### src/source/elk_params.svh
// electron memory front end and tape slicer
// shared width, bank and threshold constants
// page field sits above a 14-bit bank offset
`ifndef ELK_PARAMS_SVH
`define ELK_PARAMS_SVH

// cpu side address bus
`define ELK_ADDR_W 19
// lowest bit of the 5-bit page field
`define ELK_PAGE_LSB 14
// one bank store, eight 16 KB slots
`define ELK_BANK_ADDR_W 17

// populated banks
`define ELK_ROM_BANKS 7
`define ELK_RAM_BANKS 8

// adc tape input
`define ELK_SAMPLE_W 12
// running average window, in samples
`define ELK_HIST_DEPTH 512
// total to average, log2 of the window
`define ELK_HIST_SHIFT 9
// enough for 512 full-scale samples
`define ELK_TOTAL_W 22
// hysteresis around the average, in counts
`define ELK_TAPE_HYST 100

`endif

### src/source/elk_pkg.sv
// electron memory front end types
// cpu request, rom loader word, decoded page target
// and the adc sample used by the tape slicer
`default_nettype none

`include "elk_params.svh"

package elk_pkg;

	// what a page maps to
	typedef enum logic [1:0] {
		TGT_NONE = 2'd0,
		TGT_ROM  = 2'd1,
		TGT_RAM  = 2'd2
	} target_e;

	// raw adc reading, unsigned
	typedef logic [`ELK_SAMPLE_W-1:0] sample_t;

	// cpu side strobe bus
	typedef struct packed {
		logic [`ELK_ADDR_W-1:0] addr;
		logic [7:0]             wdata;
		// low while writing
		logic                   we_n;
	} bus_req_t;

	// one byte from the rom loader
	typedef struct packed {
		logic [`ELK_BANK_ADDR_W-1:0] addr;
		logic [7:0]                  data;
		logic                        valid;
	} load_wr_t;

	// decoded page, bank number within rom or ram
	typedef struct packed {
		target_e                                   target;
		logic [`ELK_BANK_ADDR_W-`ELK_PAGE_LSB-1:0] bank;
	} page_sel_t;

endpackage

`default_nettype wire

### src/source/elk_page_decoder.sv
// electron external memory control
// decodes the page field to rom bank, ram bank or nothing,
// hands the rom port to the loader while loading,
// writes ram once per low phase of the write strobe
// and picks read data one cycle after the address
`timescale 1ns/1ps
`default_nettype none

`include "elk_params.svh"

module elk_page_decoder (
	input  wire                         clk_sys,
	input  wire                         rst,
	input  wire elk_pkg::bus_req_t      bus,
	input  wire                         loading,
	input  wire elk_pkg::load_wr_t      load,
	output logic [`ELK_BANK_ADDR_W-1:0] rom_addr,
	output logic [7:0]                  rom_wdata,
	output logic                        rom_we,
	output logic [`ELK_BANK_ADDR_W-1:0] ram_addr,
	output logic [7:0]                  ram_wdata,
	output logic                        ram_we,
	input  wire [7:0]                   rom_rdata,
	input  wire [7:0]                   ram_rdata,
	output logic [7:0]                  mem_rdata
);

	// page field and bank offset
	logic [`ELK_ADDR_W-`ELK_PAGE_LSB-1:0] page;
	logic [`ELK_PAGE_LSB-1:0]             offset;
	// decoded now, and one cycle back
	elk_pkg::page_sel_t sel;
	elk_pkg::page_sel_t sel_q;
	// strobe level last cycle
	logic we_n_q;

	assign page   = bus.addr[`ELK_ADDR_W-1:`ELK_PAGE_LSB];
	assign offset = bus.addr[`ELK_PAGE_LSB-1:0];

	//////////////////////////////////////////////////
	// page map
	//////////////////////////////////////////////////

	always_comb begin
		// unmapped unless listed
		sel.target = elk_pkg::TGT_NONE;
		sel.bank   = '0;
		casez (page)
			5'b0_01_00: begin
				sel.target = elk_pkg::TGT_ROM;
				sel.bank   = 3'd0;
			end
			// os, mirrored over two pages
			5'b0_10_0?: begin
				sel.target = elk_pkg::TGT_ROM;
				sel.bank   = 3'd1;
			end
			// basic, mirrored too
			5'b0_10_1?: begin
				sel.target = elk_pkg::TGT_ROM;
				sel.bank   = 3'd2;
			end
			// 0_11_xx gives banks 3 to 6
			5'b0_11_??: begin
				sel.target = elk_pkg::TGT_ROM;
				sel.bank   = 3'd3 + {1'b0, page[1:0]};
			end
			// sideways ram, bank is the low page bits
			5'b1_0?_??: begin
				sel.target = elk_pkg::TGT_RAM;
				sel.bank   = page[2:0];
			end
			default: begin
				sel.target = elk_pkg::TGT_NONE;
				sel.bank   = '0;
			end
		endcase
	end

	//////////////////////////////////////////////////
	// store ports
	//////////////////////////////////////////////////

	// loader owns the rom while loading
	assign rom_addr  = loading ? load.addr : {sel.bank, offset};
	assign rom_wdata = load.data;
	assign rom_we    = loading & load.valid;

	assign ram_addr  = {sel.bank, offset};
	assign ram_wdata = bus.wdata;
	// first low cycle after a high one, ram pages only
	assign ram_we    = we_n_q & ~bus.we_n & (sel.target == elk_pkg::TGT_RAM);

	always_ff @(posedge clk_sys) begin
		if (rst) begin
			we_n_q <= 1'b1;
			sel_q  <= '{target: elk_pkg::TGT_NONE, bank: '0};
		end else begin
			we_n_q <= bus.we_n;
			// lines up with the registered store output
			sel_q  <= sel;
		end
	end

	// read data mux
	always_comb begin
		case (sel_q.target)
			elk_pkg::TGT_ROM: mem_rdata = rom_rdata;
			elk_pkg::TGT_RAM: mem_rdata = ram_rdata;
			default:          mem_rdata = 8'h00;
		endcase
	end

endmodule

`default_nettype wire

### config.mk
export PLATFORM = sky130hd
export DESIGN_NAME = elk_page_decoder
export DESIGN_NICKNAME = d
export VERILOG_FILES = /design/src/source/elk_pkg.sv /design/src/source/elk_page_decoder.sv
export VERILOG_INCLUDE_DIRS = /design/src /design/src/source
export SDC_FILE = /design/constraint.sdc
export NUM_CORES = 1
export LEC_CHECK = 0
export BUFFER_PORTS_ARGS = -buffer_cell sky130_fd_sc_hd__buf_2
export CORE_ASPECT_RATIO = 1.1
export CORE_MARGIN = 5
export CORE_UTILIZATION = 28
export DETAILED_ROUTE_END_ITERATION = 8
export PLACE_DENSITY = 0.81
export SLEW_MARGIN = 20
export SYNTH_ARGS = -nofsm -noshare
export SYNTH_HDL_FRONTEND = slang
export SYNTH_SLANG_ARGS = --single-unit
export TNS_END_PERCENT = 5
### constraint.sdc
create_clock -name clk_sys -period 1.5 [get_ports clk_sys]
set_input_delay 0.225 -clock clk_sys [delete_from_list [all_inputs] [get_ports clk_sys]]
set_output_delay 0.225 -clock clk_sys [all_outputs]
set_load 0.03 [all_outputs]
; Yosys cells after proc, flatten, opt, wreduce, memory -nomap -nowiden
; Index checks and enable logic that the tools add are counted.
[totals]
elab_cells = 18
output_inout_bits = 60
ff_bits = 3
input_bits = 73
[classes]
n_mux = 3
n_addsub = 1
n_eq_ne = 8
bitwise_logic = 4
[op_table]
columns = op, n
row1 = $pmux W5 S5, 1
row2 = $mux W17, 1
row3 = $pmux W8 S2, 1
row4 = $eq A4 B3 Y1 const B, 2
row5 = $eq A2 B2 Y1 const B, 3
row6 = $eq A5 B3 Y1 const B, 1
row7 = $add A2 B2 Y3 const A, 1
row8 = $and A1 B1 Y1, 3
row9 = $eq A3 B2 Y1 const B, 1
row10 = $eq A2 B1 Y1 const B, 1
row11 = $not A1 Y1, 1

; Logic depth before layout (Yosys ltp)
; Gate-level depths: netlist (run 1).
[logic_depth]
ltp_word = 4
mapped_depth = 5
mapped_depth_nobuf = 5

; Worst setup path before layout (run 1)
; Ideal clock, no wire load.
[synth_timing]
kind = register -> output
startpoint = register sel_q[3] in the netlist's numbering
endpoint = output mem_rdata[0]
t_arrival_ns = 1.220
path_slack_ns = 0.055
path_buffers = 1
path_stages_with_launch = 5
required_ns = 1.275
path_cell_list = dfxtp_1 inv_1 ha_1 buf_1 nor2_1
[synth_between]
elab_chain_len = 2
elab_cells_between_ends = 3
classes_between = eq/ne: 2 / mux: 1
[synth_lines]
columns = item, line_no
row1 = from (decl), elk_page_decoder.sv:33  ; elk_pkg::page_sel_t sel_q;
row2 = from (signal assigned), elk_page_decoder.sv:97  ; sel_q <= '{target: elk_pkg::TGT_NONE, bank: '0};
row3 = from (signal assigned), elk_page_decoder.sv:101  ; sel_q <= sel;
row4 = $eq A2 B2 Y1 or $eq A2 B1 Y1 (tied branches), elk_page_decoder.sv:107  ; case (sel_q.target)
row5 = $pmux W8 S2 *, elk_page_decoder.sv:107
row6 = to (decl), elk_page_decoder.sv:25  ; output logic [7:0] mem_rdata
; Mark *: on every way between the ends. The rest lies on a longest branch, timed or not.

; Worst setup path in the final report (run 1)
[layout_timing]
startpoint = register sel_q[3] in the netlist's numbering
endpoint = output mem_rdata[6]
; Same word-level chain as after synthesis.

==> run summary, run 1 <==
* **global routing usage summed across all routing layers** 0.111
* **fraction of met3 tracks used by global routing** 0.00977
* **portion of total power attributed to the clock network** 0.207
* **#FFs+latches synth** 3
* **Final Non-Filler Cells** 200
* **Fin. Hold Viols** 0
* **Hold Path Sink** sel_q[4]
* **CP required** 1270 ps
* **hold-fix buffer count after cts** 0
* **I/O pins** 133
* **post-synthesis instance total** 98
* **clock-pin slew reported for the worst setup and hold paths after clock tree synthesis** 30 ps
* **total power** 0.000659 W
* **leading cell types by total area after synthesis** buf_4 32%, mux2_1 17%, dfxtp_1 7.4%, a22oi_1 7.4%, mux2_2 7.0%
* **RePlAce Congestion** 0.743
* **top fanout value on the critical path** 8
* **HPWL after detailed placement** 2140 µm
* **Seq/Total Area, Yosys** 0.0743
* **Tmin final** 1450 ps
* **cell family with most CP delay** flip-flops
* **Leakage** 0.661 nW
* **number of vias per cell after detailed routing** 4.44
* **Slew Limit Fails** 0
* **Post-Route Setup TNS** 0 ps
* **Net count, final** 245
* **Max IR drop VDD** 0.000332 V
* **drt total wl** 2490 µm
* **placed insts** 196
* **Mapped Nets** 175
* **synth-to-layout area growth** 53.7%
* **sequential cell fraction of total power** 0.132
* **outcome** finished clean
* **post-synthesis instance area** 808 µm²
* **DRC viols** 0
* **power density relative to cell area** 530 mW/mm²
* **maxcap violations** 0
* **number of global-route vias before repair** 880
* **most heavily used metal layer in global routing** met2
* **hold path startpoint** rst
* **switching share of total power** 0.444
* **part of the power in combinational logic** 0.660
* **total vias in the final route** 888
* **global routing usage on met2** 0.196
* **Die Width** 61.2 µm
* **RSZ-0062 raised after global routing** yes
* **cell-internal power** 0.000366 W
* **TritonRoute pass-1 iters** 4
* **TritonCTS buffer count** 3
* **startpoint types** flop
* **worst stage delay on the critical path** 340 ps
* **classification of the worst-slack hold path** input port to flop
* **maximum clock rate** 688 MHz
* **Fill cells** 288
* **number of warning messages in the yosys log** 0
* **antenna-violating nets left** 0
* **Synth area leader** buf_4
* **critical path type** flop to output pin
* **worst hold path cell count** 2
* **starting density of the core** 0.291
* **total setup violations reported at the end of the flow** 0
* **CTS HTree Levels** 1
* **area inside the core boundary** 0.00278 mm²
* **global-route wire length before repair** 3610 µm
* **share of layout cells above drive strength 1** 0.772
* **Synth Area per Inst** 8.25 µm²
* **overall die height** 66.4 µm
* **Clock Root Buffer** clkbuf_4
* **antenna diode count** 0
* **number of port buffers** 100
* **die area** 0.00406 mm²
* **critical path cell sequence** inv_1, ha_4, a22oi_1, nor2_1, buf_4
* **first-iteration detailed-routing DRC count** 17
* **Tightest Pin Transition** 383 ps
* **TritonCTS clock tree** done
* **period utilization** 0.969
* **number of setup buffers added after CTS** 0
* **data arrival time of the critical path** 1230 ps
* **number of clock sinks seen by CTS** 3
* **normalized max-slew margin** 0.745
* **buffer levels on the longest clock path** 2
* **Netlist cell types** 25
* **combined buffer and inverter count along the critical path** 2
* **category of the worst setup path capture point** output pin
* **maximum number of pins on one net before global-route repair** 19
* **crit path from** sel_q[3]
* **area fraction of the dominant cell type after synthesis** 0.316
* **slowest library cell on the worst path** dfxtp_2
* **initial antenna violation count** 0
* **GR Util met1** 0.125
* **net switching power** 0.000293 W
* **floorplan row count** 20
* **Avg WL per Cell** 12.4 µm
* **total gr overflow** 0
## cells in the final DEF, fill, tap and decap left out, types with 2 or more instances in the layout
cell,count
a22oi_1,5
mux2_4,2
mux2_2,5
a22oi_2,3
buf_2,92
nor2_1,9
buf_6,2
mux2_1,11
buf_4,7
dfxtp_2,2
clkbuf_4,4
ha_4,3
inv_1,2
## flip-flops by register name (all words and copies together), names as in the netlist
| signal | flops |
|---|---|
| we_n_q | 1 |
| sel_q | 2 |
## metal layers
| metal | part of all wire | wire, µm |
|---|---|---|
| met5 | 0 | 0 |
| met4 | 0.026 | 65 |
| met3 | 0.11 | 286 |
| met2 | 0.52 | 1300 |
| met1 | 0.34 | 834 |
## worst max path at each step
stage,endpoint,slack (ps),cells past startpoint
floorplan,mem_rdata[0],60,4
global placement,rom_addr[15],-120,7
detailed placement,rom_addr[15],-110,7
CTS,rom_addr[15],-0.7,7
global route,mem_rdata[4],-20,5
finish,mem_rdata[6],50,5
## metrics by stage
step | setup WS [ps] | hold WS (ps) | cell area, µm² | utilization
final | 46.4 | 169 | 1240 | 0.447
after detailed placement | -111 | 418 | 1100 | 0.396
after floorplan | 55.3 | 297 | 808 | -
after global routing | -21.3 | 175 | 1240 | 0.447
after CTS | -0.697 | 172 | 1190 | 0.428
after global placement | -115 | 420 | 1100 | 0.396
## power groups by stage
| stage | registers, W | clock network [W] | logic, W |
|---|---|---|---|
| final | 0.0000872 | 0.000137 | 0.000435 |
| after detailed placement | 0.0000866 | 0 | 0.000402 |
| after global placement | 0.0000865 | 0 | 0.000396 |
| after global routing | 0.0000875 | 0.000143 | 0.000464 |
| after CTS | 0.0000855 | 0.000143 | 0.000425 |
| after floorplan | 0.0000863 | 0 | 0.000357 |
## logic make-up after synthesis
logic type               after synthesis  synth area share
AND/OR/NAND/NOR                       19             0.125
multiplexers                          18             0.255
adder cells (fa/ha/maj)                4            0.0619
AO/OA/AOI/OAI                         12             0.128
flip-flops                             3            0.0743
buffers and inverters                 42             0.354
## cell type report
type | instances | area (µm²) | share of cell area
clock buffers | 4 | 26.3 | 0.0211
inverters | 4 | 22.5 | 0.0181
multi-input cells | 53 | 532 | 0.428
flip-flops and latches | 3 | 62.6 | 0.0504
well taps | 33 | 41.3 | 0.0332
repair buffers | 103 | 558 | 0.449
## synth_stat cells (all sizes together)
master / count
buf: 36
mux2: 18
nor2: 9
a22oi: 8
ha: 4
inv: 4
dfxtp: 3
and2: 2
clkbuf: 2
nor2b: 2
a21oi: 1
and3b: 1
nand2: 1
nand2b: 1
nor3: 1
nor3b: 1
o21a: 1
o2bb2ai: 1
o32ai: 1
or2: 1
## repair_timing
action / CTS / global route
pin swaps: 3 / 3
gates cloned: 0 / 0
hold endpoints to repair: 0 / 0
resized for setup: 15 / 16
setup endpoints to repair: 11 / 10
No activity file was read; power rests on OpenSTA's default activity.
==> run 2: changes to the inputs <==
==> constraint.sdc (replaced) <==
create_clock -name clk_sys -period 1.5 [get_ports clk_sys]
set_input_delay 0.3 -clock clk_sys [delete_from_list [all_inputs] [get_ports clk_sys]]
set_output_delay 0.3 -clock clk_sys [all_outputs]
set_load 0.03 [all_outputs]
==> run summary, run 2 (same netlist as run 1, synthesis figures left out) <==
* **maximum number of pins on one net before global-route repair** 16
* **drt total wl** 2630 µm
* **Tmin final** 1610 ps
* **TritonCTS clock tree** done
* **CTS HTree Levels** 1
* **max FFs per register** 2
* **global-route wire length before repair** 3750 µm
* **number of setup buffers added after CTS** 0
* **TritonCTS buffer count** 3
* **initial antenna violation count** 0
* **maxcap violations** 0
* **number of vias per cell after detailed routing** 4.51
* **critical path cell sequence** buf_8, inv_6, ha_4, and2_4, o32ai_4, mux2_4, buf_6
* **Register Area** 60.1 µm²
* **buffer levels on the longest clock path** 2
* **placed insts** 199
* **total gr overflow** 0
* **total power** 0.000682 W
* **most frequent standard cell in the layout excluding fill and tap cells** buf_2
* **Final Non-Filler Cells** 203
* **floorplan row count** 20
* **total vias in the final route** 916
* **Clock Root Buffer** clkbuf_4
* **clock-pin slew reported for the worst setup and hold paths after clock tree synthesis** 40 ps
* **critical path type** input port to output pin
* **Fin. Hold Viols** 0
* **failing checks** setup timing
* **slowest library cell on the worst path** o32ai_4
* **final core utilization** 0.468
* **global routing usage summed across all routing layers** 0.119
* **worst stage delay on the critical path** 210 ps
* **overall die height** 66.4 µm
* **RePlAce Congestion** 0.781
* **period utilization** 1.08
* **synth-to-layout area growth** 60.7%
* **hold-fix buffer count after cts** 0
* **die area** 0.00406 mm²
* **register bank with the most flops** sel_q
* **Slew Limit Fails** 0
* **classification of the worst-slack hold path** input port to flop
* **multi-input combinational cell area** 533 µm²
* **DRC viols** 0
* **Net count, final** 248
* **TritonRoute pass-1 iters** 4
* **highest-count cells in the layout ignoring fill and taps** 86 x buf_2, 13 x buf_4, 11 x mux2_1
* **Avg WL per Cell** 13.0 µm
* **Die Width** 61.2 µm
* **power density relative to cell area** 525 mW/mm²
* **category of the worst setup path capture point** output pin
* **I/O pins** 133
* **maximum clock rate** 620 MHz
* **starting density of the core** 0.291
* **Fill cells** 294
* **antenna diode count** 0
* **number of clock sinks seen by CTS** 3
* **normalized max-slew margin** 0.852
* **Leakage** 0.691 nW
* **first-iteration detailed-routing DRC count** 20
* **Tightest Pin Transition** 222 ps
* **RSZ-0062 raised after global routing** yes
* **area inside the core boundary** 0.00278 mm²
* **number of port buffers** 100
* **largest registers** sel_q x2, we_n_q x1
* **total setup violations reported at the end of the flow** 12
* **worst-case setup margin in the final layout** -114 ps
* **top fanout value on the critical path** 2
* **HPWL after detailed placement** 2240 µm
* **share of layout cells above drive strength 1** 0.765
* **startpoint types** input port
* **outcome** finished, violations left
* **antenna-violating nets left** 0
* **CP required** 1200 ps
* **Max IR drop VDD** 0.000293 V
* **data arrival time of the critical path** 1310 ps
* **number of global-route vias before repair** 934
run 2: cell types whose count changed in the layout (fill, tap and decap cells not counted), moves of 2 or more:
cell	delta
buf_2	-6
buf_4	+6
buf_6	+2
dfxtp_1	+2
dfxtp_2	-2
ha_2	+2
ha_4	-2
run 2: through the flow:
stage / hold WS, ps / cell area (µm²) / worst slack, ps / setup TNS, ps
after global routing: 259 / 1300 / -177 / -1460
after floorplan: 372 / 812 / -19.7 / -169
after global placement: 491 / 1140 / -292 / -619
after detailed placement: 494 / 1140 / -319 / -707
after CTS: 243 / 1270 / -161 / -699
final: 252 / 1300 / -114 / -547
run 2: critical path, delay by kind of cell:
| kind | cells | cell delay, ps |
|---|---|---|
| adder cells (fa/ha/maj) | 1 | 190 |
| buffers and inverters | 3 | 270 |
| AO/OA/AOI/OAI | 1 | 210 |
| multiplexers | 1 | 190 |
| AND/OR/NAND/NOR | 1 | 140 |
run 2: repair_timing:
action,4_1_cts,5_1_grt
resized for setup,28,6
pin swaps,3,2
setup endpoints to repair,12,14
run 2: report_power, final:
group / internal, W / leakage (nW) / switching, W
clock network: 0.0000996 / 0.0150 / 0.0000403
logic: 0.000198 / 0.651 / 0.000259
registers: 0.0000840 / 0.0248 / 0.00000142
total: 0.000381 / 0.691 / 0.000301
run 2: path summary, 6_finish.rpt:
path	startpoint	endpoint	slack, ps	cells past startpoint
hold / removal	rst	sel_q[4]	250	2
setup / recovery	bus[23]	rom_addr[15]	-110	7
run 2: cell type report:
type | instances | area share
well taps | 33 | 0.0318
inverters | 4 | 0.0173
repair buffers | 106 | 0.474
flip-flops and latches | 3 | 0.0462
multi-input cells | 53 | 0.410
clock buffers | 4 | 0.0202
run 2: per-layer routing:
metal,vias to the layer above,GRT usage,share of wire
li1,445,-,-
met1,415,0.122,0.31
met2,48,0.225,0.58
met3,8,0.0137,0.088
met4,0,0.0623,0.020
met5,-,0,0
==> run 3: changes to the inputs <==
CORE_MARGIN = not set   (was 5)
==> run summary, run 3 (same netlist as run 1, synthesis figures left out) <==
* **Fill cells** 287
* **period utilization** 1.07
* **initial antenna violation count** 0
* **total setup violations reported at the end of the flow** 12
* **outcome** finished, violations left
* **max FFs per register** 2
* **startpoint types** input port
* **register bank with the most flops** sel_q
* **Die Width** 53.2 µm
* **TritonCTS clock tree** done
* **Net count, final** 252
* **combined buffer and inverter count along the critical path** 3
* **total gr overflow** 0
* **Tmin final** 1610 ps
* **buffer levels on the longest clock path** 2
* **Max IR drop VDD** 0.000335 V
* **I/O pins** 133
* **number of vias per cell after detailed routing** 4.48
* **Clock Root Buffer** clkbuf_4
* **share of layout cells above drive strength 1** 0.770
* **worst stage delay on the critical path** 210 ps
* **global routing usage summed across all routing layers** 0.138
* **area inside the core boundary** 0.00275 mm²
* **global-route wire length before repair** 3270 µm
* **die area** 0.00311 mm²
* **worst-case setup margin in the final layout** -108 ps
* **total vias in the final route** 927
* **clock-pin slew reported for the worst setup and hold paths after clock tree synthesis** 40 ps
* **overall die height** 58.4 µm
* **most frequent standard cell in the layout excluding fill and tap cells** buf_2
* **critical path type** input port to output pin
* **power density relative to cell area** 516 mW/mm²
* **TritonCTS buffer count** 3
* **HPWL after detailed placement** 1790 µm
* **maxcap violations** 0
* **RSZ-0062 raised after global routing** yes
* **multi-input combinational cell area** 544 µm²
* **drt total wl** 2240 µm
* **Slew Limit Fails** 0
* **Leakage** 0.721 nW
* **hold-fix buffer count after cts** 0
* **normalized max-slew margin** 0.850
* **number of clock sinks seen by CTS** 3
* **Fin. Hold Viols** 0
* **Avg WL per Cell** 10.8 µm
* **DRC viols** 0
* **failing checks** setup timing
* **number of port buffers** 100
* **first-iteration detailed-routing DRC count** 8
* **floorplan row count** 20
* **synth-to-layout area growth** 67.8%
* **highest-count cells in the layout ignoring fill and taps** 87 x buf_2, 15 x buf_4, 11 x mux2_1
* **placed insts** 201
* **top fanout value on the critical path** 2
* **Tightest Pin Transition** 224 ps
* **starting density of the core** 0.294
* **antenna-violating nets left** 0
* **maximum number of pins on one net before global-route repair** 14
* **Final Non-Filler Cells** 207
* **number of global-route vias before repair** 845
* **classification of the worst-slack hold path** input port to flop
* **Register Area** 60.1 µm²
* **RePlAce Congestion** 0.715
* **cell family with most CP delay** buffers and inverters
* **CTS HTree Levels** 1
* **Min Hold Slack** 258 ps
* **CP required** 1200 ps
* **slowest library cell on the worst path** o32ai_4
* **TritonRoute pass-1 iters** 4
* **data arrival time of the critical path** 1310 ps
* **critical path cell sequence** buf_8, inv_8, ha_4, and2_4, o32ai_4, mux2_4, buf_6
* **antenna diode count** 0
* **largest registers** sel_q x2, we_n_q x1
* **category of the worst setup path capture point** output pin
* **maximum clock rate** 622 MHz
run 3: changes by cell type in the layout (fill, tap and decap cells not counted), sizes merged:
cell and delta:
buf +5, clkbuf -1
run 3: what timing repair did:
item,CTS,global route
buffers inserted,1,1
pin swaps,3,2
setup endpoints to repair,12,14
gates resized for setup,28,9
run 3: cell type report:
cell class              instances  area share
clock buffers                   4      0.0194
inverters                       4      0.0185
multi-input cells              53       0.401
flip-flops and latches          3      0.0443
well taps                      33      0.0304
repair buffers                110       0.486
run 3: report_power, final:
group          total (W)  switching [W]  internal [W]
Sequential     0.0000856     0.00000166     0.0000840
Clock           0.000144      0.0000443     0.0000998
Combinational   0.000470       0.000261      0.000209
run 3: worst paths after layout:
| check | start | cells after the start | end |
|---|---|---|---|
| setup / recovery | bus[23] | 7 | rom_addr[15] |
| hold / removal | rst | 2 | sel_q[4] |
run 3: metal layers:
| layer | GRT usage | routed length, µm | up-vias |
|---|---|---|---|
| met5 | 0 | 0 | - |
| met1 | 0.135 | 719 | 417 |
| li1 | - | - | 453 |
| met2 | 0.295 | 1320 | 55 |
| met3 | 0.00775 | 194 | 2 |
| met4 | 0.0301 | 12 | 0 |
run 3: stage by stage:
stage                     utilization  setup WS, ps  total power (W)  area (µm²)  setup TNS [ps]
after CTS                       0.471          -168         0.000692        1300            -769
after global routing            0.493          -152         0.000740        1360           -1190
after floorplan                     -         -19.7         0.000446         812            -169
final                           0.493          -108         0.000700        1360            -530
after detailed placement        0.420          -334         0.000502        1150            -728
after global placement          0.420          -323         0.000495        1150            -670
