$ cat config.mk
export PLATFORM = sky130hd
export DESIGN_NAME = elk_tape_slicer
export DESIGN_NICKNAME = d
export VERILOG_FILES = /design/src/source/elk_pkg.sv /design/src/source/elk_tape_slicer.sv
export VERILOG_INCLUDE_DIRS = /design/src /design/src/source
export SDC_FILE = /design/constraint.sdc
export NUM_CORES = 1
export LEC_CHECK = 0
export ABC_AREA = 1
export ABC_CLOCK_PERIOD_IN_PS = 3170
export BUFFER_PORTS_ARGS = -buffer_cell sky130_fd_sc_hd__buf_2
export CAP_MARGIN = 20
export CORE_MARGIN = 2
export CORE_UTILIZATION = 45
export CTS_CLUSTER_SIZE = 30
export DETAILED_ROUTE_END_ITERATION = 10
export SLEW_MARGIN = 5
export SYNTH_ARGS = -nofsm -noshare
export SYNTH_HDL_FRONTEND = slang
export SYNTH_SLANG_ARGS = --single-unit
$ cat constraint.sdc
create_clock -name clk_sys -period 3.17 [get_ports clk_sys]
set_input_delay 0.951 -clock clk_sys [delete_from_list [all_inputs] [get_ports clk_sys]]
set_output_delay 0.951 -clock clk_sys [all_outputs]
set_load 0.03 [all_outputs]
$ cat src/source/elk_params.svh
// electron memory front end and tape slicer
// shared width, bank and threshold constants
// page field sits above a 14-bit bank offset
`ifndef ELK_PARAMS_SVH
`define ELK_PARAMS_SVH

// cpu side address bus
`define ELK_ADDR_W 19
// lowest bit of the 5-bit page field
`define ELK_PAGE_LSB 14
// one bank store, eight 16 KB slots
`define ELK_BANK_ADDR_W 17

// populated banks
`define ELK_ROM_BANKS 7
`define ELK_RAM_BANKS 8

// adc tape input
`define ELK_SAMPLE_W 12
// running average window, in samples
`define ELK_HIST_DEPTH 512
// total to average, log2 of the window
`define ELK_HIST_SHIFT 9
// enough for 512 full-scale samples
`define ELK_TOTAL_W 22
// hysteresis around the average, in counts
`define ELK_TAPE_HYST 100

`endif

$ cat src/source/elk_pkg.sv
// electron memory front end types
// cpu request, rom loader word, decoded page target
// and the adc sample used by the tape slicer
`default_nettype none

`include "elk_params.svh"

package elk_pkg;

	// what a page maps to
	typedef enum logic [1:0] {
		TGT_NONE = 2'd0,
		TGT_ROM  = 2'd1,
		TGT_RAM  = 2'd2
	} target_e;

	// raw adc reading, unsigned
	typedef logic [`ELK_SAMPLE_W-1:0] sample_t;

	// cpu side strobe bus
	typedef struct packed {
		logic [`ELK_ADDR_W-1:0] addr;
		logic [7:0]             wdata;
		// low while writing
		logic                   we_n;
	} bus_req_t;

	// one byte from the rom loader
	typedef struct packed {
		logic [`ELK_BANK_ADDR_W-1:0] addr;
		logic [7:0]                  data;
		logic                        valid;
	} load_wr_t;

	// decoded page, bank number within rom or ram
	typedef struct packed {
		target_e                                   target;
		logic [`ELK_BANK_ADDR_W-`ELK_PAGE_LSB-1:0] bank;
	} page_sel_t;

endpackage

`default_nettype wire

$ cat src/source/elk_tape_slicer.sv
// cassette slicer for the adc tape input
// keeps a running total of the last 512 samples in a ring
// held in an external store, and turns each new sample
// into a tape bit with hysteresis around the average
`timescale 1ns/1ps
`default_nettype none

`include "elk_params.svh"

module elk_tape_slicer (
	input  wire                                clk_sys,
	input  wire                                rst,
	input  wire elk_pkg::sample_t              adc_sample,
	input  wire                                adc_sync,
	output logic [$clog2(`ELK_HIST_DEPTH)-1:0] hist_addr,
	output elk_pkg::sample_t                   hist_wdata,
	output logic                               hist_we,
	input  wire elk_pkg::sample_t              hist_rdata,
	output logic                               cassette_bit
);

	localparam int PTR_W = $clog2(`ELK_HIST_DEPTH);
	localparam int CMP_W = `ELK_SAMPLE_W + 1;

	// step sequencer, one pass per sample
	typedef enum logic [1:0] {
		S_IDLE,
		S_CMP,
		S_SUM,
		S_AVG
	} step_e;

	step_e                   state;
	logic                    sync_q;
	logic                    event_hit;
	// latched sample, payload only
	elk_pkg::sample_t        sample_q;
	logic [PTR_W-1:0]        ptr_q;
	// slots written so far, saturates at depth
	logic [PTR_W:0]          hist_cnt;
	logic [`ELK_TOTAL_W-1:0] total_q;
	elk_pkg::sample_t        avg_q;
	elk_pkg::sample_t        old_sample;
	// widened for the hysteresis compare
	logic [CMP_W-1:0]        samp_w;
	logic [CMP_W-1:0]        avg_w;
	logic [CMP_W-1:0]        hyst_w;

	assign event_hit = adc_sync ^ sync_q;

	// unwritten slots count as zero
	// ring is full once the top count bit sets
	assign old_sample = hist_cnt[PTR_W] ? hist_rdata : '0;

	assign samp_w = {1'b0, sample_q};
	assign avg_w  = {1'b0, avg_q};
	assign hyst_w = CMP_W'(`ELK_TAPE_HYST);

	//////////////////////////////////////////////////
	// ring write, read-first returns the oldest
	//////////////////////////////////////////////////

	assign hist_addr  = ptr_q;
	assign hist_wdata = sample_q;
	assign hist_we    = (state == S_CMP);

	always_ff @(posedge clk_sys) begin
		// new sample on the toggle
		if (state == S_IDLE && event_hit) begin
			sample_q <= adc_sample;
		end
	end

	always_ff @(posedge clk_sys) begin
		if (rst) begin
			state        <= S_IDLE;
			sync_q       <= 1'b0;
			ptr_q        <= '0;
			hist_cnt     <= '0;
			total_q      <= '0;
			avg_q        <= '0;
			cassette_bit <= 1'b0;
		end else begin
			sync_q <= adc_sync;
			case (state)
				S_IDLE: begin
					if (event_hit) begin
						state <= S_CMP;
					end
				end
				// compare against the average of the
				// previous 512, write the ring slot
				S_CMP: begin
					if (samp_w + hyst_w < avg_w) begin
						cassette_bit <= 1'b1;
					end else if (samp_w > avg_w + hyst_w) begin
						cassette_bit <= 1'b0;
					end
					state <= S_SUM;
				end
				// drop the oldest, add the newest
				S_SUM: begin
					total_q <= total_q - `ELK_TOTAL_W'(old_sample)
						+ `ELK_TOTAL_W'(sample_q);
					ptr_q   <= ptr_q + 1'b1;
					if (!hist_cnt[PTR_W]) begin
						hist_cnt <= hist_cnt + 1'b1;
					end
					state   <= S_AVG;
				end
				// average for the next sample
				S_AVG: begin
					avg_q <= total_q[`ELK_HIST_SHIFT +: `ELK_SAMPLE_W];
					state <= S_IDLE;
				end
				default: state <= S_IDLE;
			endcase
		end
	end

endmodule

`default_nettype wire

== Word-level counts from Yosys, hierarchy flattened ==
Index checks and enable logic that the tools add are counted.
W data, S select, Z words.
Storage, ports and cells
  output and inout port bits: 23
  flip-flop bits (word level): 69
  input port bits: 27
  logic and storage cells: 34
Operators by class
  $add $sub $neg: 6
  order comparisons: 2
  equality and inequality tests: 4
  reduce and logical (&&, ||, !) cells: 5
  multiplexer cells: 6
  bitwise logic cells: 2
Operator list (number)
  $add A12 B7 Y13 const B: 2
  $add A22 B12 Y22: 1
  $sub A22 B12 Y22: 1
  $gt A12 B13 Y1: 1
  $lt A13 B12 Y1: 1
  $mux W12: 1
  $add A10 B1 Y10 const B: 1
  $mux W10: 1
  $add A9 B1 Y9 const B: 1
  $pmux W2 S4: 1
  $eq A2 B2 Y1 const B: 2
  $reduce_and A2 Y1: 2
  $eq A2 B1 Y1 const B: 1
  $logic_not A2 Y1: 1
  $mux W1: 2
  $mux W2: 1
  $ne A2 B2 Y1 const B: 1
  $reduce_bool A2 Y1: 1
  $logic_and A1 B1 Y1: 1
  $not A1 Y1: 1
  $xor A1 B1 Y1: 1

== Longest topological paths before layout ==
Gate-level depths: netlist of the first run.
  depth in word-level cells: 4
  mapped depth: 18
  depth with buffers taken out: 17

== Worst setup path before layout of the first run ==
OpenSTA, ideal clock, no wires.
  path kind: input port to flip-flop
  from: input port hist_rdata[1]
  to: register total_q[16]
  stages on the path: 15
  data required time: 3057 ps
  path buffers: 0
  arrival time: 2727 ps
  setup time: 113 ps
  path slack: 330 ps
  cell sequence: nand2_1 -> inv_1 -> fa_1 -> inv_1 -> fa_1 -> nand3_1 -> nand2_1 -> nand2_1 -> nand3_2 -> nand3_1 -> nand2_1 -> nand2_1 -> nand2_1 -> o21ai_1 -> inv_1
On the way
  longest elaborated chain between the ends: 3
Ends and longest elaborated chain
  start: declaration: line elk_tape_slicer.sv:18  | input wire elk_pkg::sample_t hist_rdata,
  $mux W12: line elk_tape_slicer.sv:53  | assign old_sample = hist_cnt[PTR_W] ? hist_rdata : '0;
  $sub A22 B12 Y22: line elk_tape_slicer.sv:103  | total_q <= total_q - `ELK_TOTAL_W'(old_sample)
  $add A22 B12 Y22: line elk_tape_slicer.sv:103
  end signal: assignment: line elk_tape_slicer.sv:103
  end: declaration: line elk_tape_slicer.sv:41  | logic [`ELK_TOTAL_W-1:0] total_q;
No other way between the ends.
A chain may end at the register's enable or synchronous reset.

== Worst setup path in the final report of the first run ==
  from: input port hist_rdata[3]
  to: register total_q[12]
Same word-level chain as after synthesis.

==> reports/qor.csv, run 1 <==
metric,value,unit
status,"finished, final reports clean",
Max Freq,0.3476,GHz
Netlist Area Pre-Place,0.005106,mm^2
minimum clock period,2877,ps
clk buf depth,2,
crit-path max cell delay,480,ps
cts hold-fix bufs,0,
RSZ-0062 raised after global routing,no,
port bufs,49,
starting DRC count in detailed routing,279,
clock sinks,68,
Vias/cell,4.938,
"top cells by area, synth","dfxtp_1 22%, ha_1 13%, inv_1 12%, nand2_1 10%, a21oi_1 7.6%",
CP Cell Sequence,"buf_2, nand2_1, inv_1, fa_1, inv_1, ha_1, a21oi_1, nand2_1, nand2_1, nand3_2, nand2_1, nand2_1, nand2_1, nand2_1, o21ai_1, inv_1",
post-synth cell types,35,
Yosys reg bits,68,
Gate Count Post-Synth,723,
Routed WL,12250,um
WHS Endpoint,hist_cnt[2],
final period utilization,90.75,%
Final Max Tran Viols,0,
vias in the first global route,4296,
worst slew pin tran,735.9,ps
Yosys Warn Count,0,
clock transition at the registers of the reported paths,60,ps
share of the synthesized area in the top cell type,21.96,%
gpl congestion,0.8927,
Routed Antenna Nets,0,
worst rel slew slack,50.88,%
Die X,110.5,um
Placement Setup Slack,-41.96,ps
CTS tree,yes,
CTS root buf,clkbuf_16,
Worst path top cell family by delay,adder cells,
Leakage,2.975,nW
Vert. Die Dim,110.5,um
DR vias,4543,
worst hold stages,2,
Setup CP Type,in2reg,
crit path from,hist_rdata[3],
Most common cell on crit path,nand2_1,
Area Overhead vs Synth,13.23,%
cell depth of the worst setup path,16,
worst r2r src,hist_cnt[9],
largest net degree at the start of global routing,33,
Layout Nets,866,
Worst Setup End Kind,flop,
crit-path max FO,5,
ANT cells,0,
post_cts resized,0,
I/O pin cnt,50,
GRT Residual Overflow,0,
share of cells above drive strength 1,11.03,%
"Slowest-stage cell, CP",fa_1,
worst-case vdd ir drop,0.6056,mV
count of final setup violators,0,
final hold vios,0,
WP data arrival,3110,ps
global-route wire length before repair,20690,um
die area,0.01221,mm^2
final worst slack,293.4,ps
Core ar.,0.01094,mm^2
part of the Yosys area used for sequential elements,29.01,%
post-synth net total,814,
RR Endpoint,total_q[12],
r2r worst-path depth,15,
Min-Delay Path Class,reg2reg,
cts bufs inserted,9,
depth of the CTS H-tree,3,
Initial Util,46.69,%
row cnt,38,
Hold Crit Start,hist_cnt[2],
number of detailed-route iterations in the first pass,5,
"area leader, netlist",dfxtp_1,
post-route setup TNS,0,ps
WHS,466.8,ps
Worst Path Buf+Inv,4,
register-to-register setup slack,300,ps
DP HPWL,9552,um
Clock Latency Late Sink,340,ps
WP data required,3410,ps
initial antenna violation count,0,
Setup Buffers After CTS,0,
CP Launch Type,input pin,
Util after Layout,52.87,%
Tot GR Track Use,20.87,%
syn_area_per_cell,7.062,um^2
DRC viols,0,
Final Skew,7.828,ps
drt wl/cell,13.31,um
max-cap viol count,0,
power per cell area,1106,mW/mm^2
final cells by class:
| cell class | instances | area [um^2] |
|---|---|---|
| Clock buffer | 10 | 250.2 |
| Clock inverter | 6 | 61.31 |
| Fill cell | 1128 | 5154 |
| Inverter | 158 | 593.1 |
| Multi-Input combinational cell | 484 | 2938 |
| Sequential cell | 68 | 1481 |
| Tap cell | 140 | 175.2 |
| Timing Repair Buffer | 54 | 282.8 |
routing by layer:
metal	vias to the layer above	GRT usage, %	share of wire [%]
met2	76	33.21	44
met1	2052	28.01	50
met3	16	4.007	3.8
met4	0	8.083	2.2
met5	-	0	0
li1	2399	-	-
cell usage after synthesis (all sizes together):
cell type and count:
a21o 2, a21oi 80, a31oi 1, and2 1, and3 1, buf 2, clkbuf 11, dfxtp 56
edfxtp 12, fa 12, ha 52, inv 158, nand2 143, nand2b 1, nand3 37, nand3b 1
nand4 11, nor2 56, nor2b 1, nor3 6, o211ai 2, o21a 2, o21ai 45, o21bai 3
o221a 1, xnor2 3, xor2 23
cell families (layout without fill, tap and decap cells):
family	after synthesis	in the layout	share of synthesized area (%)
buffers and inverters	171	228	13.45
DFF	68	68	29.01
xor gates and xnor gates	26	26	4.460
adders and majority gates	64	64	17.45
AOI/OAI and AO/OA	136	136	14.07
and+or+nand+nor	258	258	21.56
cells in the final DEF (no fill, tap or decap), types with 23 or more instances in the layout:
cell type / netlist / layout
nand3_1: 36 / 36
nor2_1: 52 / 52
xor2_1: 23 / 23
nand2_1: 137 / 137
a21oi_1: 78 / 78
buf_2: 0 / 49
dfxtp_1: 56 / 56
inv_1: 157 / 157
ha_1: 52 / 52
o21ai_0: 39 / 39
flip-flops by register name, indices dropped and copies added (netlist names):
| name | count |
|---|---|
| cassette_bit | 1 |
| hist_wdata | 12 |
| state | 2 |
| hist_addr | 9 |
| avg_q | 12 |
| total_q | 21 |
| hist_cnt | 10 |
| sync_q | 1 |
tightest hold or removal path, delay by kind of cell, from the launching register on:
family                 cells  cell delay [ps]
AO/OA/AOI/OAI              1               60
flip-flops                 1              310
buffers and inverters      1               60
power by group:
group          switching [mW]  internal (mW)  total, mW  leakage, nW
Combinational            2.60           1.45       4.05         2.25
Clock                   0.401          0.654       1.05        0.153
Sequential              0.171           1.12       1.29        0.569
Total                    3.17           3.22       6.40         2.98
worst max-delay path by stage:
stage             endpoint  slack, ps
2_1_floorplan  total_q[16]        330
3_3_place_gp   total_q[16]         10
3_5_place_dp   total_q[12]        -40
4_1_cts        total_q[12]        290
5_1_grt        total_q[12]         30
6_report       total_q[12]        290
stage by stage:
stage                     total power, mW  instance area [um^2]  instances
final                               6.396                  5782        920
after global routing                7.099                  5782        920
after CTS                           6.407                  5782        920
after detailed placement            5.319                  5470        904
after global placement              5.235                  5470        904
after floorplan                     4.405                  5106        723
No activity file was read; power rests on OpenSTA's default activity.
==> run 2, diff against run 1 <==
--- a/config.mk
+++ b/config.mk
@@ -11,9 +11,10 @@
 export BUFFER_PORTS_ARGS = -buffer_cell sky130_fd_sc_hd__buf_2
 export CAP_MARGIN = 20
 export CORE_MARGIN = 2
-export CORE_UTILIZATION = 45
+export CORE_UTILIZATION = 60
 export CTS_CLUSTER_SIZE = 30
 export DETAILED_ROUTE_END_ITERATION = 10
+export PLACE_DENSITY = 0.81
 export SLEW_MARGIN = 5
 export SYNTH_ARGS = -nofsm -noshare
 export SYNTH_HDL_FRONTEND = slang
==> run 2 against run 1 <==
Net effect: combinational power grew 1%; fmax grew 0.43%; via count grew 1.9%.
==> reports/qor.csv, run 2 (synthesis gave the netlist of run 1 again) <==
metric,value,unit
number of detailed-route iterations in the first pass,5,
Setup Buffers After CTS,0,
Core ar.,0.008217,mm^2
Final Skew,13.48,ps
crit-path max FO,14,
row cnt,33,
CP Launch Type,flop,
max reg flops,21,
Layout Nets,869,
"commonest non-fill, non-tap cell in the layout",inv_1,
largest net degree at the start of global routing,33,
port bufs,49,
Clock power frac,13.0,%
clock transition at the registers of the reported paths,80,ps
worst-case vdd ir drop,0.6520,mV
cts hold-fix bufs,0,
Clock Latency Late Sink,360,ps
Vert. Die Dim,96.25,um
status,"finished, final reports clean",
Min-Delay Path Class,reg2reg,
Seq pwr share,20.9,%
worst rel slew slack,50.74,%
Routed Antenna Nets,0,
final worst slack,305.7,ps
global-route wire length before repair,19830,um
WP data required,3410,ps
post_cts resized,0,
net switching power,3.143,mW
internal power,3.044,mW
clk buf depth,2,
Worst Setup End Kind,flop,
I/O pin cnt,50,
worst slew pin tran,738.1,ps
Placement Setup Slack,-23.48,ps
drt wl/cell,13.70,um
non-filler instance count after layout,888,
Leakage,2.946,nW
Final Max Tran Viols,0,
die area,0.009264,mm^2
most frequent cells in the layout,"157 x inv_1, 137 x nand2_1, 78 x a21oi_1, 56 x dfxtp_1",
WP data arrival,3110,ps
Max Freq,0.3491,GHz
WHS,466.2,ps
sw frac,50.80,%
DRC viols,0,
count of final setup violators,0,
gpl congestion,0.9127,
GRT Residual Overflow,0,
clock sinks,68,
Initial Util,62.14,%
ANT cells,0,
Area Overhead vs Synth,10.90,%
depth of the CTS H-tree,3,
vias in the first global route,4345,
RSZ-0062 raised after global routing,no,
Die X,96.25,um
placed cell count,872,
CTS root buf,clkbuf_8,
initial antenna violation count,0,
power per cell area,1093,mW/mm^2
minimum clock period,2864,ps
DR vias,4630,
Reg with most FFs,total_q,
Routed WL,12170,um
cts bufs inserted,9,
max-cap viol count,0,
final period utilization,90.36,%
CTS tree,yes,
share of cells above drive strength 1,11.11,%
Vias/cell,5.214,
starting DRC count in detailed routing,223,
Setup CP Type,reg2reg,
final hold vios,0,
DP HPWL,9656,um
Tot GR Track Use,27.81,%
combinational share of power,66.1,%
run 2: changes by cell type in the layout (fill, tap and decap cells not counted), sizes merged:
cell,before,now
clkbuf,10,9
clkinvlp,1,0
bufinv,1,2
buf,54,57
inv,158,159
run 2: cell type report:
class	instances	area, um^2
inverter	158	593.1
fill	715	2554
clock inverter	7	90.09
sequential	68	1481
clock buffer	9	123.9
multi-input combinational	484	2938
tap	105	131.4
timing repair buffer	57	305.3
run 2: path summary, 6_finish.rpt:
| check | end | slack (ps) | cells after the start | from |
|---|---|---|---|---|
| min | cassette_bit | 470 | 2 | cassette_bit |
| min reg2reg | cassette_bit | 470 | 2 | cassette_bit |
| max | total_q[16] | 310 | 15 | hist_cnt[9] |
| max reg2reg | total_q[16] | 310 | 15 | hist_cnt[9] |
run 2: routing by layer:
| layer | wire length, um | vias up | global-route usage, % |
|---|---|---|---|
| li1 | - | 2405 | - |
| met1 | 5821 | 2098 | 36.50 |
| met2 | 5609 | 110 | 46.93 |
| met3 | 523 | 17 | 3.289 |
| met4 | 215 | 0 | 10.00 |
| met5 | 0 | - | 0 |
run 2: power by group through the flow:
| stage | sequential (mW) | combinational (mW) | clock [mW] |
|---|---|---|---|
| after floorplan | 1.36 | 3.04 | 0 |
| after global placement | 1.30 | 3.94 | 0 |
| after detailed placement | 1.31 | 4.04 | 0 |
| after CTS | 1.29 | 4.06 | 0.810 |
| after global routing | 1.32 | 4.63 | 0.847 |
| final | 1.29 | 4.09 | 0.804 |
run 2: stage by stage:
stage               total power, mW  util (%)  setup TNS, ps  instance area (um^2)
floorplan                     4.405         -              0                  5106
global placement              5.244     66.32              0                  5449
detailed placement            5.353     66.32         -23.48                  5449
CTS                           6.166     68.92              0                  5663
global route                  6.793     68.92              0                  5663
finish                        6.187     68.92              0                  5663
run 2: worst max-delay path: stages (launching register included):
cell and delay, ps:
dfxtp_1 770, nand2_1 100, inv_1 90, fa_1 410, inv_1 70, ha_1 280
a21oi_1 210, nand2_1 160, nand2_1 100, nand3_2 120, nand3_1 90, nand2_1 70
nand2_1 60, nand2_1 50, o21ai_1 130, inv_1 50
==> run 3, diff against run 2 <==
--- a/config.mk
+++ b/config.mk
@@ -12,9 +12,11 @@
 export CAP_MARGIN = 20
 export CORE_MARGIN = 2
 export CORE_UTILIZATION = 60
+export CTS_BUF_LIST = sky130_fd_sc_hd__clkbuf_4
 export CTS_CLUSTER_SIZE = 30
 export DETAILED_ROUTE_END_ITERATION = 10
 export PLACE_DENSITY = 0.81
+export REMOVE_ABC_BUFFERS = 1
 export SLEW_MARGIN = 5
 export SYNTH_ARGS = -nofsm -noshare
 export SYNTH_HDL_FRONTEND = slang
==> run 3 against run 2 <==
Net effect: clock-buffer cell count grew 1; fmax shrank 1.8%; die area is the same; power shrank 1.1%; final cell count shrank 0.11%; clock skew grew 6.9 ps; critical endpoint is now total_q[12]; largest power group unchanged; highest routed layer unchanged.
==> reports/qor.csv, run 3 (synthesis gave the netlist of run 1 again) <==
metric,value,unit
Initial Util,62.14,%
Worst Path Buf+Inv,4,
Worst Setup End Kind,flop,
Hold Crit Start,total_q[0],
power per cell area,1093,mW/mm^2
Reg with most FFs,total_q,
Final Skew,20.43,ps
Clock Latency Late Sink,420,ps
Worst path top cell family by delay,adder cells,
# fillers,731,
worst r2r src,hist_cnt[9],
gpl congestion,0.9392,
Vert. Die Dim,96.25,um
die area,0.009264,mm^2
row cnt,33,
status,"finished, final reports clean",
"commonest non-fill, non-tap cell in the layout",inv_1,
worst rel slew slack,40.00,%
PnR Total Power,6.116,mW
Leakage,2.922,nW
Routed Antenna Nets,0,
initial antenna violation count,0,
port bufs,49,
crit-path max cell delay,490,ps
DRC viols,0,
I/O pin cnt,50,
Area Overhead vs Synth,9.606,%
GRT Residual Overflow,0,
clock transition at the registers of the reported paths,120,ps
Layout Nets,868,
Seq. cell area,0.001483,mm^2
RSZ-0062 raised after global routing,no,
combinational share of power,68.4,%
minimum clock period,2915,ps
placed cell count,871,
largest net degree at the start of global routing,33,
max reg flops,21,
ANT cells,0,
internal power,2.929,mW
multi-input logic area,0.002938,mm^2
crit-path max FO,5,
crit path from,hist_rdata[3],
net switching power,3.187,mW
most frequent cells in the layout,"157 x inv_1, 137 x nand2_1, 78 x a21oi_1, 55 x dfxtp_1",
number of detailed-route iterations in the first pass,5,
Layout Cell Area excl Fill,0.005597,mm^2
"Slowest-stage cell, CP",fa_1,
final period utilization,91.97,%
Setup CP Type,in2reg,
area post-placement,0.005441,mm^2
WP data arrival,3240,ps
clock sinks,68,
CP Cell Sequence,"buf_2, nand2_1, inv_1, fa_1, inv_1, ha_1, a21oi_1, nand2_1, nand2_1, nand3_2, nand2_1, nand2_1, nand2_1, nand2_1, o21ai_1, inv_1",
max-cap viol count,0,
cts bufs inserted,9,
Tot GR Track Use,28.90,%
CP Launch Type,input pin,
sw frac,52.11,%
final hold vios,0,
Setup Buffers After CTS,0,
DR vias,4713,
vias in the first global route,4546,
WP data required,3490,ps
share of cells above drive strength 1,11.38,%
CTS root buf,clkbuf_4,
global-route wire length before repair,20650,um
worst-case vdd ir drop,0.5713,mV
Vias/cell,5.313,
Clock power frac,10.5,%
depth of the CTS H-tree,3,
Final Max Tran Viols,0,
Routed WL,12610,um
drt wl/cell,14.21,um
CTS tree,yes,
DP HPWL,9704,um
worst slew pin tran,899.0,ps
Most common cell on crit path,nand2_1,
count of final setup violators,0,
Die X,96.25,um
starting DRC count in detailed routing,253,
clk buf depth,2,
Min-Delay Path Class,reg2reg,
Max Freq,0.3430,GHz
Core ar.,0.008217,mm^2
Seq pwr share,21.1,%
non-filler instance count after layout,887,
==> run 3: changes by cell type in the layout (fill, tap and decap cells not counted), moves of 2 or more <==
| cell | change |
|---|---|
| clkbuf_8 | -9 |
| clkinv_2 | +2 |
| clkinv_1 | -2 |
| clkbuf_4 | +10 |
==> run 3: stage by stage <==
step / worst slack, ps / utilization (%) / setup TNS [ps] / hold slack (ps)
detailed placement: -110.6 / 66.23 / -266.1 / 462.2
finish: 254.6 / 68.11 / 0 / 476.1
CTS: 162.2 / 68.10 / 0 / 479.8
global route: 121.4 / 68.11 / 0 / 512.5
global placement: -38.05 / 66.23 / -46.68 / 448.2
floorplan: 307.3 / - / 0 / 441.5
==> run 3: tightest hold or removal path: cells and delay by family (launching register included) <==
family          cells  cell delay (ps)
buf+inv             1               60
compound gates      1               60
flops               1              320
==> run 3: layout make-up <==
cell class	instances	share of cell area (%)
Multi-Input combinational cell	484	52.49
Tap cell	105	2.347
Inverter	158	10.60
Sequential cell	68	26.49
Clock inverter	6	1.408
Timing Repair Buffer	56	5.321
Clock buffer	10	1.341
==> run 3: final timing paths <==
| path | slack (ps) | end | depth (start not counted) |
|---|---|---|---|
| hold reg to reg | 480 | total_q[0] | 2 |
| hold / removal | 480 | total_q[0] | 2 |
| setup reg to reg | 330 | total_q[12] | 15 |
| setup / recovery | 250 | total_q[12] | 16 |
==> run 3: metal layers <==
layer | global-route usage [%] | share of wire, % | vias to the layer above
met4 | 8.214 | 1.5 | 0
li1 | - | - | 2399
met3 | 4.464 | 4.7 | 15
met2 | 49.02 | 47 | 121
met1 | 37.98 | 47 | 2178
met5 | 0 | 0 | -
==> run 3: power groups by stage <==
stage               clock, mW  sequential [mW]  combinational [mW]
detailed placement          0             1.31                4.08
finish                  0.645             1.29                4.18
CTS                     0.659             1.29                4.13
floorplan                   0             1.36                2.99
global route            0.688             1.31                4.72
global placement            0             1.30                4.00
==> run 3: timing repair <==
item / 4_1_cts / 5_1_grt
hold buffers: 0 / 0
setup endpoints to repair: 0 / 6
gates resized for setup: 0 / 1
